==> src/hw/spi_reg_pkg.sv <==
// spi register bank package: command codes, register addresses, version values, reset values
`default_nettype none

package spi_reg_pkg;

	// --------------------------------------------------
	// spi command byte
	// --------------------------------------------------
	localparam logic [7:0] SPI_CMD_RD = 8'h80;
	localparam logic [7:0] SPI_CMD_WR = 8'h02;

	// --------------------------------------------------
	// fixed register addresses, low 9 bits decoded
	// --------------------------------------------------
	localparam logic [8:0] ADDR_VENDOR_ID  = 9'h000;
	localparam logic [8:0] ADDR_PRODUCT_ID = 9'h001;
	localparam logic [8:0] ADDR_FPGA_VER_H = 9'h002;
	localparam logic [8:0] ADDR_FPGA_VER_L = 9'h003;
	localparam logic [8:0] ADDR_TEST_VER   = 9'h004;

	// version words returned by the fixed list
	localparam logic [15:0] VENDOR_ID      = 16'h4448;
	localparam logic [15:0] PRODUCT_ID     = 16'h0000;
	localparam logic [15:0] FPGA_VERSION_H = 16'h0102;
	localparam logic [15:0] FPGA_VERSION_L = 16'h0123;
	localparam logic [15:0] TEST_VERSION   = 16'h2000;

	// --------------------------------------------------
	// control register addresses, low 9 bits decoded
	// --------------------------------------------------
	localparam logic [8:0] ADDR_STREAM_EN    = 9'h020;
	localparam logic [8:0] ADDR_EXPOSURE     = 9'h021;
	localparam logic [8:0] ADDR_GAIN         = 9'h022;
	localparam logic [8:0] ADDR_TEST_PATTERN = 9'h023;

	// power-up exposure and gain
	// stream enable and test pattern come up as zero
	localparam logic [15:0] EXPOSURE_RST = 16'h0400;
	localparam logic [7:0]  GAIN_RST     = 8'h10;

endpackage

`default_nettype wire

==> src/hw/fix_reg_list.sv <==
// fixed register list: read-only vendor, product and version words
`default_nettype none

module fix_reg_list #(
	parameter int SPI_ADDR_LENGTH = 16,
	parameter int SHORT_REG_WD    = 16
) (
	// read level and address from the sampler
	input  wire logic                       rd_en,
	input  wire logic [SPI_ADDR_LENGTH-1:0] addr,
	// select flag and read word
	output logic                            fix_sel,
	output logic [SHORT_REG_WD-1:0]         fix_rd_data
);
	import spi_reg_pkg::*;

	// msb is the select flag, the rest is the word
	logic [SHORT_REG_WD:0] rd_word;

	// --------------------------------------------------
	// address decode
	// --------------------------------------------------
	always_comb begin
		rd_word = '0;
		// nothing claimed outside a read
		if (rd_en) begin
			case (addr[8:0])
				// identification
				ADDR_VENDOR_ID: begin
					rd_word = {1'b1, SHORT_REG_WD'(VENDOR_ID)};
				end
				ADDR_PRODUCT_ID: begin
					rd_word = {1'b1, SHORT_REG_WD'(PRODUCT_ID)};
				end
				// fpga version halves
				ADDR_FPGA_VER_H: begin
					rd_word = {1'b1, SHORT_REG_WD'(FPGA_VERSION_H)};
				end
				ADDR_FPGA_VER_L: begin
					rd_word = {1'b1, SHORT_REG_WD'(FPGA_VERSION_L)};
				end
				ADDR_TEST_VER: begin
					rd_word = {1'b1, SHORT_REG_WD'(TEST_VERSION)};
				end
				default: begin
					rd_word = '0;
				end
			endcase
		end
	end

	assign fix_sel     = rd_word[SHORT_REG_WD];
	assign fix_rd_data = rd_word[SHORT_REG_WD-1:0];

endmodule

`default_nettype wire

==> src/hw/ctrl_reg_list.sv <==
// control register list: writable stream, exposure, gain and test pattern registers
`default_nettype none

module ctrl_reg_list #(
	parameter int SPI_ADDR_LENGTH = 16,
	parameter int SHORT_REG_WD    = 16
) (
	input  wire logic                       clk_sample,
	input  wire logic                       rst,
	// access from the sampler
	input  wire logic                       rd_en,
	input  wire logic                       wr_en,
	input  wire logic [SPI_ADDR_LENGTH-1:0] addr,
	input  wire logic [SHORT_REG_WD-1:0]    wr_data,
	// readback
	output logic                            ctrl_sel,
	output logic [SHORT_REG_WD-1:0]         ctrl_rd_data,
	// to the camera fabric
	output logic                            stream_en,
	output logic [15:0]                     exposure,
	output logic [7:0]                      gain,
	output logic [1:0]                      test_pattern
);
	import spi_reg_pkg::*;

	// select flag on top of the zero-extended field
	logic [SHORT_REG_WD:0] rd_word;

	// --------------------------------------------------
	// register writes
	// --------------------------------------------------
	// only the low bits that fit each field are kept
	always_ff @(posedge clk_sample) begin
		if (rst) begin
			stream_en    <= 1'b0;
			exposure     <= EXPOSURE_RST;
			gain         <= GAIN_RST;
			test_pattern <= 2'b00;
		end else if (wr_en) begin
			case (addr[8:0])
				ADDR_STREAM_EN: begin
					stream_en <= wr_data[0];
				end
				ADDR_EXPOSURE: begin
					exposure <= wr_data[15:0];
				end
				ADDR_GAIN: begin
					gain <= wr_data[7:0];
				end
				ADDR_TEST_PATTERN: begin
					test_pattern <= wr_data[1:0];
				end
				// unmapped, dropped
				default: begin
				end
			endcase
		end
	end

	// --------------------------------------------------
	// readback
	// --------------------------------------------------
	always_comb begin
		rd_word = '0;
		if (rd_en) begin
			case (addr[8:0])
				ADDR_STREAM_EN: begin
					rd_word = {1'b1, SHORT_REG_WD'(stream_en)};
				end
				ADDR_EXPOSURE: begin
					rd_word = {1'b1, SHORT_REG_WD'(exposure)};
				end
				ADDR_GAIN: begin
					rd_word = {1'b1, SHORT_REG_WD'(gain)};
				end
				ADDR_TEST_PATTERN: begin
					rd_word = {1'b1, SHORT_REG_WD'(test_pattern)};
				end
				default: begin
					rd_word = '0;
				end
			endcase
		end
	end

	assign ctrl_sel     = rd_word[SHORT_REG_WD];
	assign ctrl_rd_data = rd_word[SHORT_REG_WD-1:0];

	// a write never lands while a read holds the address
	a_wr_no_rd: assert property (@(posedge clk_sample) disable iff (rst)
		wr_en |-> !rd_en);

endmodule

`default_nettype wire

==> src/hw/spi_sampler.sv <==
// spi sampler: pin synchroniser, frame shifter, command decode, read data select, miso shifter
`default_nettype none

module spi_sampler #(
	parameter int SPI_ADDR_LENGTH = 16,
	parameter int SHORT_REG_WD    = 16
) (
	input  wire logic                       clk_sample,
	input  wire logic                       rst,
	// spi pins, asynchronous to clk_sample
	input  wire logic                       spi_sck,
	input  wire logic                       spi_cs_n,
	input  wire logic                       spi_mosi,
	output logic                            spi_miso,
	// register list side
	output logic                            rd_en,
	output logic                            wr_en,
	output logic [SPI_ADDR_LENGTH-1:0]      addr,
	output logic [SHORT_REG_WD-1:0]         wr_data,
	input  wire logic                       fix_sel,
	input  wire logic [SHORT_REG_WD-1:0]    fix_rd_data,
	input  wire logic                       ctrl_sel,
	input  wire logic [SHORT_REG_WD-1:0]    ctrl_rd_data
);
	import spi_reg_pkg::*;

	// frame layout: cmd byte, address, data word
	localparam int CMD_BITS   = 8;
	localparam int RD_BIT     = CMD_BITS + SPI_ADDR_LENGTH;
	localparam int FRAME_BITS = RD_BIT + SHORT_REG_WD;
	localparam int CNT_WD     = $clog2(FRAME_BITS + 1);
	localparam int WORD_WD    = (SPI_ADDR_LENGTH > SHORT_REG_WD) ? SPI_ADDR_LENGTH : SHORT_REG_WD;

	// bit counter values where each field completes
	localparam logic [CNT_WD-1:0] CNT_CMD_END  = CNT_WD'(CMD_BITS - 1);
	localparam logic [CNT_WD-1:0] CNT_ADDR_END = CNT_WD'(RD_BIT - 1);
	localparam logic [CNT_WD-1:0] CNT_DATA_END = CNT_WD'(FRAME_BITS - 1);
	// msb held over the first falling edge after the address
	localparam logic [CNT_WD-1:0] CNT_MISO_HOLD = CNT_WD'(RD_BIT);
	localparam logic [CNT_WD-1:0] CNT_FULL      = CNT_WD'(FRAME_BITS);

	logic [2:0]              sck_sync;
	logic [2:0]              cs_sync;
	logic [1:0]              mosi_sync;
	logic                    sck_rise;
	logic                    sck_fall;
	logic                    cs_rise;
	logic                    cs_active;
	logic                    shift_en;
	logic [CNT_WD-1:0]       bit_cnt;
	logic [WORD_WD-2:0]      shift_in;
	logic [WORD_WD-1:0]      shift_nxt;
	logic [7:0]              cmd;
	logic                    rd_en_d;
	logic                    rd_load;
	logic [SHORT_REG_WD-1:0] rd_sel_data;
	logic [SHORT_REG_WD-1:0] miso_sh;

	// --------------------------------------------------
	// pin synchroniser and edge detect
	// --------------------------------------------------
	// two flops per pin, third stage only for edges
	always_ff @(posedge clk_sample) begin
		if (rst) begin
			sck_sync <= 3'b000;
			cs_sync  <= 3'b111;
		end else begin
			sck_sync <= {sck_sync[1:0], spi_sck};
			cs_sync  <= {cs_sync[1:0], spi_cs_n};
		end
	end

	// mosi kept aligned with sck_sync[1]
	always_ff @(posedge clk_sample) begin
		mosi_sync <= {mosi_sync[0], spi_mosi};
	end

	assign sck_rise  = sck_sync[1] & ~sck_sync[2];
	assign sck_fall  = ~sck_sync[1] & sck_sync[2];
	assign cs_rise   = cs_sync[1] & ~cs_sync[2];
	assign cs_active = ~cs_sync[1];
	assign shift_en  = sck_rise & cs_active;
	assign shift_nxt = {shift_in, mosi_sync[1]};

	// --------------------------------------------------
	// frame shifter and bit counter
	// --------------------------------------------------
	// counter saturates at a full frame, cs rise aborts
	always_ff @(posedge clk_sample) begin
		if (rst || cs_rise) begin
			bit_cnt <= '0;
		end else if (shift_en && bit_cnt != CNT_FULL) begin
			bit_cnt <= bit_cnt + 1'b1;
		end
	end

	always_ff @(posedge clk_sample) begin
		if (shift_en) begin
			shift_in <= shift_nxt[WORD_WD-2:0];
		end
	end

	// --------------------------------------------------
	// command decode
	// --------------------------------------------------
	always_ff @(posedge clk_sample) begin
		if (rst) begin
			cmd     <= 8'h00;
			rd_en   <= 1'b0;
			wr_en   <= 1'b0;
			rd_en_d <= 1'b0;
		end else begin
			// write strobe lasts one cycle
			wr_en   <= 1'b0;
			rd_en_d <= rd_en;
			if (cs_rise) begin
				rd_en <= 1'b0;
			end else if (shift_en) begin
				if (bit_cnt == CNT_CMD_END) begin
					cmd <= shift_nxt[7:0];
				end
				// read level raised once the address is in
				if (bit_cnt == CNT_ADDR_END) begin
					rd_en <= (cmd == SPI_CMD_RD);
				end
				if (bit_cnt == CNT_DATA_END) begin
					wr_en <= (cmd == SPI_CMD_WR);
				end
			end
		end
	end

	// address and data words, no reset
	always_ff @(posedge clk_sample) begin
		if (shift_en && bit_cnt == CNT_ADDR_END) begin
			addr <= shift_nxt[SPI_ADDR_LENGTH-1:0];
		end
		if (shift_en && bit_cnt == CNT_DATA_END) begin
			wr_data <= shift_nxt[SHORT_REG_WD-1:0];
		end
	end

	// --------------------------------------------------
	// read data select and miso shifter
	// --------------------------------------------------
	// zero when no list claims the address
	assign rd_sel_data = fix_sel ? fix_rd_data :
		ctrl_sel ? ctrl_rd_data : '0;
	assign rd_load = rd_en & ~rd_en_d;

	always_ff @(posedge clk_sample) begin
		if (rst || cs_rise) begin
			miso_sh <= '0;
		end else if (rd_load) begin
			miso_sh <= rd_sel_data;
		end else if (sck_fall && cs_active && bit_cnt > CNT_MISO_HOLD) begin
			miso_sh <= {miso_sh[SHORT_REG_WD-2:0], 1'b0};
		end
	end

	// msb first
	assign spi_miso = miso_sh[SHORT_REG_WD-1];

	// read level and write strobe belong to different frames
	a_rd_wr_excl: assert property (@(posedge clk_sample) disable iff (rst)
		!(rd_en && wr_en));

	// address maps of the two lists must not overlap
	a_sel_excl: assert property (@(posedge clk_sample) disable iff (rst)
		!(fix_sel && ctrl_sel));

endmodule

`default_nettype wire

==> src/hw/spi_reg_top.sv <==
// spi register bank top: sampler with fixed and control register lists
`default_nettype none

module spi_reg_top #(
	parameter int SPI_ADDR_LENGTH = 16,
	parameter int SHORT_REG_WD    = 16
) (
	input  wire logic  clk_sample,
	input  wire logic  rst,
	// spi pins
	input  wire logic  spi_sck,
	input  wire logic  spi_cs_n,
	input  wire logic  spi_mosi,
	output logic       spi_miso,
	// camera control
	output logic       stream_en,
	output logic [15:0] exposure,
	output logic [7:0] gain,
	output logic [1:0] test_pattern
);

	// --------------------------------------------------
	// sampler to register lists
	// --------------------------------------------------
	logic                       rd_en;
	logic                       wr_en;
	logic [SPI_ADDR_LENGTH-1:0] addr;
	logic [SHORT_REG_WD-1:0]    wr_data;
	logic                       fix_sel;
	logic [SHORT_REG_WD-1:0]    fix_rd_data;
	logic                       ctrl_sel;
	logic [SHORT_REG_WD-1:0]    ctrl_rd_data;

	// spi front end
	spi_sampler #(
		.SPI_ADDR_LENGTH (SPI_ADDR_LENGTH),
		.SHORT_REG_WD    (SHORT_REG_WD)
	) spi_sampler_i (
		.clk_sample   (clk_sample),
		.rst          (rst),
		.spi_sck      (spi_sck),
		.spi_cs_n     (spi_cs_n),
		.spi_mosi     (spi_mosi),
		.spi_miso     (spi_miso),
		.rd_en        (rd_en),
		.wr_en        (wr_en),
		.addr         (addr),
		.wr_data      (wr_data),
		.fix_sel      (fix_sel),
		.fix_rd_data  (fix_rd_data),
		.ctrl_sel     (ctrl_sel),
		.ctrl_rd_data (ctrl_rd_data)
	);

	// version words, read only
	fix_reg_list #(
		.SPI_ADDR_LENGTH (SPI_ADDR_LENGTH),
		.SHORT_REG_WD    (SHORT_REG_WD)
	) fix_reg_list_i (
		.rd_en       (rd_en),
		.addr        (addr),
		.fix_sel     (fix_sel),
		.fix_rd_data (fix_rd_data)
	);

	// camera control registers
	ctrl_reg_list #(
		.SPI_ADDR_LENGTH (SPI_ADDR_LENGTH),
		.SHORT_REG_WD    (SHORT_REG_WD)
	) ctrl_reg_list_i (
		.clk_sample   (clk_sample),
		.rst          (rst),
		.rd_en        (rd_en),
		.wr_en        (wr_en),
		.addr         (addr),
		.wr_data      (wr_data),
		.ctrl_sel     (ctrl_sel),
		.ctrl_rd_data (ctrl_rd_data),
		.stream_en    (stream_en),
		.exposure     (exposure),
		.gain         (gain),
		.test_pattern (test_pattern)
	);

endmodule

`default_nettype wire

==> config.mk <==
export PLATFORM = sky130hd
export DESIGN_NAME = spi_reg_top
export DESIGN_NICKNAME = d
export VERILOG_FILES = /design/src/hw/spi_reg_pkg.sv /design/src/hw/fix_reg_list.sv /design/src/hw/ctrl_reg_list.sv /design/src/hw/spi_sampler.sv /design/src/hw/spi_reg_top.sv
export SDC_FILE = /design/constraint.sdc
export NUM_CORES = 1
export LEC_CHECK = 0
export ABC_AREA = 1
export BUFFER_PORTS_ARGS = -buffer_cell sky130_fd_sc_hd__buf_4
export CAP_MARGIN = 20
export CORE_MARGIN = 3
export CORE_UTILIZATION = 45
export DETAILED_ROUTE_END_ITERATION = 10
export GPL_ROUTABILITY_DRIVEN = 0
export GPL_TIMING_DRIVEN = 0
export PLACE_DENSITY = 0.71
export SLEW_MARGIN = 20
export SYNTH_ARGS = -nofsm -noshare
export SYNTH_HDL_FRONTEND = slang
export SYNTH_SLANG_ARGS = --single-unit
==> constraint.sdc <==
create_clock -name clk_sample -period 2.25 [get_ports clk_sample]
set_input_delay 0.1125 -clock clk_sample [delete_from_list [all_inputs] [get_ports clk_sample]]
set_output_delay 0.1125 -clock clk_sample [all_outputs]
set_load 0.005 [all_outputs]
# After elaboration in Yosys (flattened, before gate mapping)
# Cells that the tools add are included.
dict set report classes {
  add_sub_neg 1
  order_cmp 1
  n_div 0
  n_mux 8
  n_reduce_logical 16
  eq_ne 14
  n_mul 0
  bitwise_logic 13
  shift 0
}
# operator count
set op_table {}
lappend op_table {{case mux 17 bit (5 select lines)} 1}
lappend op_table {{case mux 17 bit (4 select lines)} 1}
lappend op_table {{2-to-1 mux 16 bit} 4}
lappend op_table {{equality test 9 x 6 -> 1 bit (second input constant)} 4}
lappend op_table {{2-to-1 mux 17 bit} 2}
lappend op_table {{equality test 9 x 2 -> 1 bit (second input constant)} 2}
lappend op_table {{AND reduction 2 bit} 5}
lappend op_table {{equality test 9 x 1 -> 1 bit (second input constant)} 1}
lappend op_table {{equality test 9 x 3 -> 1 bit (second input constant)} 1}
lappend op_table {{zero test 9 bit} 1}
lappend op_table {{equality test 8 x 2 -> 1 bit (second input constant)} 1}
lappend op_table {{equality test 8 bit (second input constant)} 1}
lappend op_table {{NOT 1 bit} 8}
lappend op_table {{adder 6 x 1 -> 6 bit (second input constant)} 1}
lappend op_table {{equality test 6 x 3 -> 1 bit (second input constant)} 1}
lappend op_table {{equality test 6 x 5 -> 1 bit (second input constant)} 1}
lappend op_table {{equality test 6 bit (second input constant)} 1}
lappend op_table {{greater-than comparator 6 x 5 -> 1 bit (second input constant)} 1}
lappend op_table {{!= test 6 bit (second input constant)} 1}
lappend op_table {{bitwise AND 1 bit} 5}
lappend op_table {{logical AND 1 bit} 5}
lappend op_table {{OR reduction 4 bit} 1}
lappend op_table {{AND reduction 3 bit} 1}
lappend op_table {{nonzero test 2 bit} 1}
lappend op_table {{2 further kinds} 2}
dict set report totals {
  input_bits 5
  n_memories 0
  ff_bits 108
  out_inout_bits 28
  latch_bits 0
  ramBits 0
  romBits 0
}

# Depth between registers and ports, before layout
dict set report depth {
  depth_word 6
  ltp_mapped 13
  mapped_depth_nobuf 12
}

# Cells and area by module
# A second synthesis with hierarchy kept.
dict set report hier_totals {
  cells_unflattened 649
  area_unflattened_um2 5276.3
}
# mod area_each_um2 seq_area_each_um2 cells_per_inst n_inst
set by_module_without_submodules {}
lappend by_module_without_submodules {spi_sampler 3614.7 2232.1 407 1}
lappend by_module_without_submodules {ctrl_reg_list 1415.1 540.5 199 1}
lappend by_module_without_submodules {fix_reg_list 246.5 0.0 43 1}

# Worst setup path after synthesis
# Ideal clock, no wire load.
dict set report synth_path {
  kind {reg2reg}
  from {register spi_sampler_i.cs_sync[1]}
  to {register spi_sampler_i.wr_en}
  slack_ps -225
  stages_incl_launch_ff 7
  n_path_buf 0
  arrival_time_ps 2388
  setup_time_ps 87
  path_cell_list {dfxtp_1 > inv_2 > nand3_1 > inv_2 > nand2_1 > nor3_1 > nor4b_2}
}
dict set report synth_between {
  elab_chain_len 4
  elab_cells_between_ends 5
  cone_classes {bitwise: 4; reduce/logical: 1}
}
# item line
set synth_lines {}
lappend synth_lines {{from (decl)} spi_sampler.sv:43} ;# logic [2:0] cs_sync;
lappend synth_lines {{from (signal assigned)} spi_sampler.sv:69} ;# cs_sync <= {cs_sync[1:0], spi_cs_n};
lappend synth_lines {{NOT 1 bit} spi_sampler.sv:81} ;# assign cs_active = ~cs_sync[1];
lappend synth_lines {{bitwise AND 1 bit} spi_sampler.sv:82} ;# assign shift_en = sck_rise & cs_active;
lappend synth_lines {{named net spi_sampler_i.shift_en} spi_sampler.sv:49} ;# logic shift_en;
lappend synth_lines {{NOT 1 bit (no source line)} --}
lappend synth_lines {{OR reduction 4 bit (no source line)} --}
lappend synth_lines {{to (signal assigned)} spi_sampler.sv:127} ;# wr_en <= (cmd == SPI_CMD_WR);
lappend synth_lines {{to (decl)} spi_sampler.sv:17} ;# output logic wr_en,
# The timed path passes the listed nets, and every way through them passes these cells.
# A chain may end at the register's enable or synchronous reset.

# Final worst setup path
dict set report layout_path {
  from {register spi_sampler_i.cs_sync[1]}
  to {register spi_sampler_i.cmd[7]}
}
dict set report layout_between {
  elab_chain_len 3
  elab_cells_between_ends 5
  cone_classes {bitwise: 4; reduce/logical: 1}
}
# item line
set layout_lines {}
lappend layout_lines {{NOT 1 bit} spi_sampler.sv:81}
lappend layout_lines {{bitwise AND 1 bit} spi_sampler.sv:82}
lappend layout_lines {{named net spi_sampler_i.shift_en} spi_sampler.sv:49}
lappend layout_lines {{AND reduction 3 bit (no source line)} --}
lappend layout_lines {{to (signal assigned)} spi_sampler.sv:120} ;# cmd <= shift_nxt[7:0];
lappend layout_lines {{to (decl)} spi_sampler.sv:53} ;# logic [7:0] cmd;
# The timed path passes the listed nets, and every way through them passes these cells.

==> results.cfg <==
[synthesis]
synth_compound_area_frac = 0.1308
synth_nets = 465
synth_area_leaders = dfxtp_1 32%, edfxtp_1 28%, nor2_1 5.6%
synthDistinctLibCells = 29
synth_seq_cells = 108
synth-simple-area-share = 0.1855
synth_top_family_by_area = simple AND/OR/NAND/NOR gates
synth_area_um2 = 4257
syn_area_per_cell_um2 = 9.294
ys_warn_count = 0
yosys.area.top_type_share = 0.3198
syn_inst = 458
synth_fa_ha_area_frac = 0.005879
yosysTopAreaCell = dfxtp_1
synth_mux_area_frac = 0
yosysSeqAreaShare = 0.6020
synth-xor-area-share = 0

[clock_tree]
ctsRootBufferMaster = clkbuf_8
clk_latency_ns = 0.36
cts_tree = done
cts_buffer_depth = 2
numCtsBuffers = 9
clock-sinks = 108
clk_pin_slew_worst_paths_ns = 0.10
post_cts_resized = 0
htreeDepth = 3

[timing]
finalHoldViolCount = 0
worst_slew_pin_slew_ns = 0.4679
setup_ws_ns = 0.4275
setup_viol = 0
layout_min_cycle_time_ns = 1.822
slew_headroom = 0.6881
rsz0062_at_grt = no
slew_viol_final = 0
fmax_ghz = 0.5487
hold_ws_ns = 0.3352
fin_crit_sh = 0.8100
worst_clock_skew_ns = 0.008135

[critical_path]
start_kind = register
r2r_start = spi_sampler_i.cs_sync[1]
startpoint = spi_sampler_i.cs_sync[1]
worstPathRequired_ns = 2.50
path_class = register to register
cp_data_arrival_time_ns = 2.07
cp-end-kind = register
crit_fanout = 17

[grt]
grt_pass1_wl_mm = 14.97
grt_max_degree = 20
overflow = 0
grt_usage = 0.1857
grt_pass1_vias = 3092
grt_antenna_before_repair = 0

[die]
initial_core_util = 0.4765
io-pin-count = 33
fp.coreArea_um2 = 8934
die_width_um = 103.3
die_h_um = 103.3
die-area_um2 = 10660
rows = 34

[detailed_routing]
dr.first_iter.drc_count = 132
routedWlPerCell_um = 14.84
finalWirelength_mm = 9.201
firstDrtPassIters = 4
drc_errors = 0
vias = 3251
post_drt_via_cell_ratio = 5.244
postRouteAntennaNets = 0

[outcome]
outcome = completed

[layout]
layout-drive-gt1-share = 0.1797
fin_nets = 514
n_antenna_cell = 0
syn2layout_area_growth_pct = 14.87
multi_input_comb_area_um2 = 1383
filler_cell_count = 796
final-instance-count-excl-fill = 620
register_area_um2 = 2562

[power]
vdd_drop_max_mv = 0.4332
power.total_mw = 3.147
p_leak_nw = 1.864
p_per_area_nw_per_um2 = 643.5

[place]
dp_slack_ns = 0.1012
dpl.hpwl_mm = 6.841
dp_cells = 598
numPortBuffers = 32

[min_path]
hold_start = spi_sampler_i.mosi_sync[0]
hp-class = register to register

[flow_run]
maxCapViolations = 0
## metrics by stage
stage	utilization	instance area (um^2)	setup TNS, ns
finish	0.5473	4890	0
global route	0.5473	4890	0
CTS	0.5451	4870	0
detailed placement	0.5197	4643	0
global placement	0.5190	4637	-2.182
floorplan	-	4262	0
## worst paths after layout
path              slack, ns                         end  cells past startpoint
setup / recovery       0.43        spi_sampler_i.cmd[7]                      8
hold / removal         0.34  spi_sampler_i.mosi_sync[1]                      0
setup reg to reg       0.43        spi_sampler_i.cmd[7]                      8
hold reg to reg        0.34  spi_sampler_i.mosi_sync[1]                      0
## cells by family after synthesis
family,after synthesis
adders and majority gates,2
AOI/OAI and AO/OA,105
DFF,108
buffers and inverters,71
and+or+nand+nor,172
## synth_stat cells
master and count:
dfxtp_1 68, nor2_1 63, nand2_1 52, inv_1 47, o21ai_0 46, edfxtp_1 40
a21oi_1 36, nand3_1 24, o21ai_1 11, inv_2 9, nor3_1 8, nand2_2 6
nand4_1 6, buf_4 5, buf_6 5, clkbuf_1 5, nor2_2 4, o21ai_2 4
nor2_4 3, o211ai_1 3, o22ai_1 3, ha_1 2, or2_2 2, a21oi_2 1
a31oi_1 1, nand3_2 1, nor3_2 1, nor3_4 1, nor4b_2 1
## report_power, final
| group | switching [mW] | total (mW) | leakage (nW) | internal [mW] |
|---|---|---|---|---|
| clock network | 0.654 | 1.07 | 0.0848 | 0.415 |
| logic | 0.0332 | 0.0538 | 0.870 | 0.0206 |
| registers | 0.00436 | 2.02 | 0.909 | 2.02 |
## state kept, by name (all words and copies together) (netlist names)
register	count
ctrl_reg_list_i.exposure	16
spi_sampler_i.miso_sh	16
spi_sampler_i.wr_data	16
spi_sampler_i.shift_in	15
spi_sampler_i.addr	9
ctrl_reg_list_i.gain	8
spi_sampler_i.cmd	8
spi_sampler_i.bit_cnt	6
spi_sampler_i.cs_sync	3
spi_sampler_i.sck_sync	3
ctrl_reg_list_i.test_pattern	2
spi_sampler_i.mosi_sync	2
ctrl_reg_list_i.stream_en	1
spi_sampler_i.rd_en	1
spi_sampler_i.rd_en_d	1
spi_sampler_i.wr_en	1
## worst max-delay path, stage by stage, from the launching register on
cell	delay (ns)
dfxtp_1	0.33
inv_2	0.07
nand3_1	0.12
inv_2	0.32
nand2_1	0.22
nor3_4	0.31
inv_2	0.15
o21ai_1	0.15
a21oi_1	0.05
## cell usage in the layout, fill, tap and decap left out, drive strengths merged
master | synthesis | layout
edfxtp | 40 | 40
clkinvlp | 0 | 2
dlygate4sd3 | 0 | 5
a31oi | 1 | 1
clkinv | 0 | 2
nand4 | 6 | 6
dfxtp | 68 | 68
nor2 | 70 | 70
nor3 | 10 | 10
or2 | 2 | 2
clkbuf | 5 | 15
nand3 | 25 | 25
a21oi | 37 | 37
nand2 | 58 | 58
o21ai | 61 | 61
inv | 56 | 58
nor4b | 1 | 1
ha | 2 | 2
buf | 10 | 43
o22ai | 3 | 3
o211ai | 3 | 3
## routing by layer
metal  wire [um]  vias up  global-route usage
met5           0        -                   0
met4         160        0             0.06175
met3         524       12             0.05097
met2        4416       89              0.3034
met1        4100     1534              0.2399
li1            -     1616                   -
## layout make-up
class / count / share of cell area
Clock inverter: 6 / 0.009980
Timing Repair Buffer: 38 / 0.06346
Buffer: 15 / 0.02303
Sequential cell: 108 / 0.5241
Tap cell: 108 / 0.02764
Inverter: 56 / 0.04299
Multi-Input combinational cell: 279 / 0.2828
Clock buffer: 10 / 0.02610
## timing repair
item,4_1_cts,5_1_grt
endpoints found under the setup margin,0,17
hold buffers,5,0
hold endpoints to repair,7,0
buffers inserted,0,1
No activity file was read; power rests on OpenSTA's default activity.
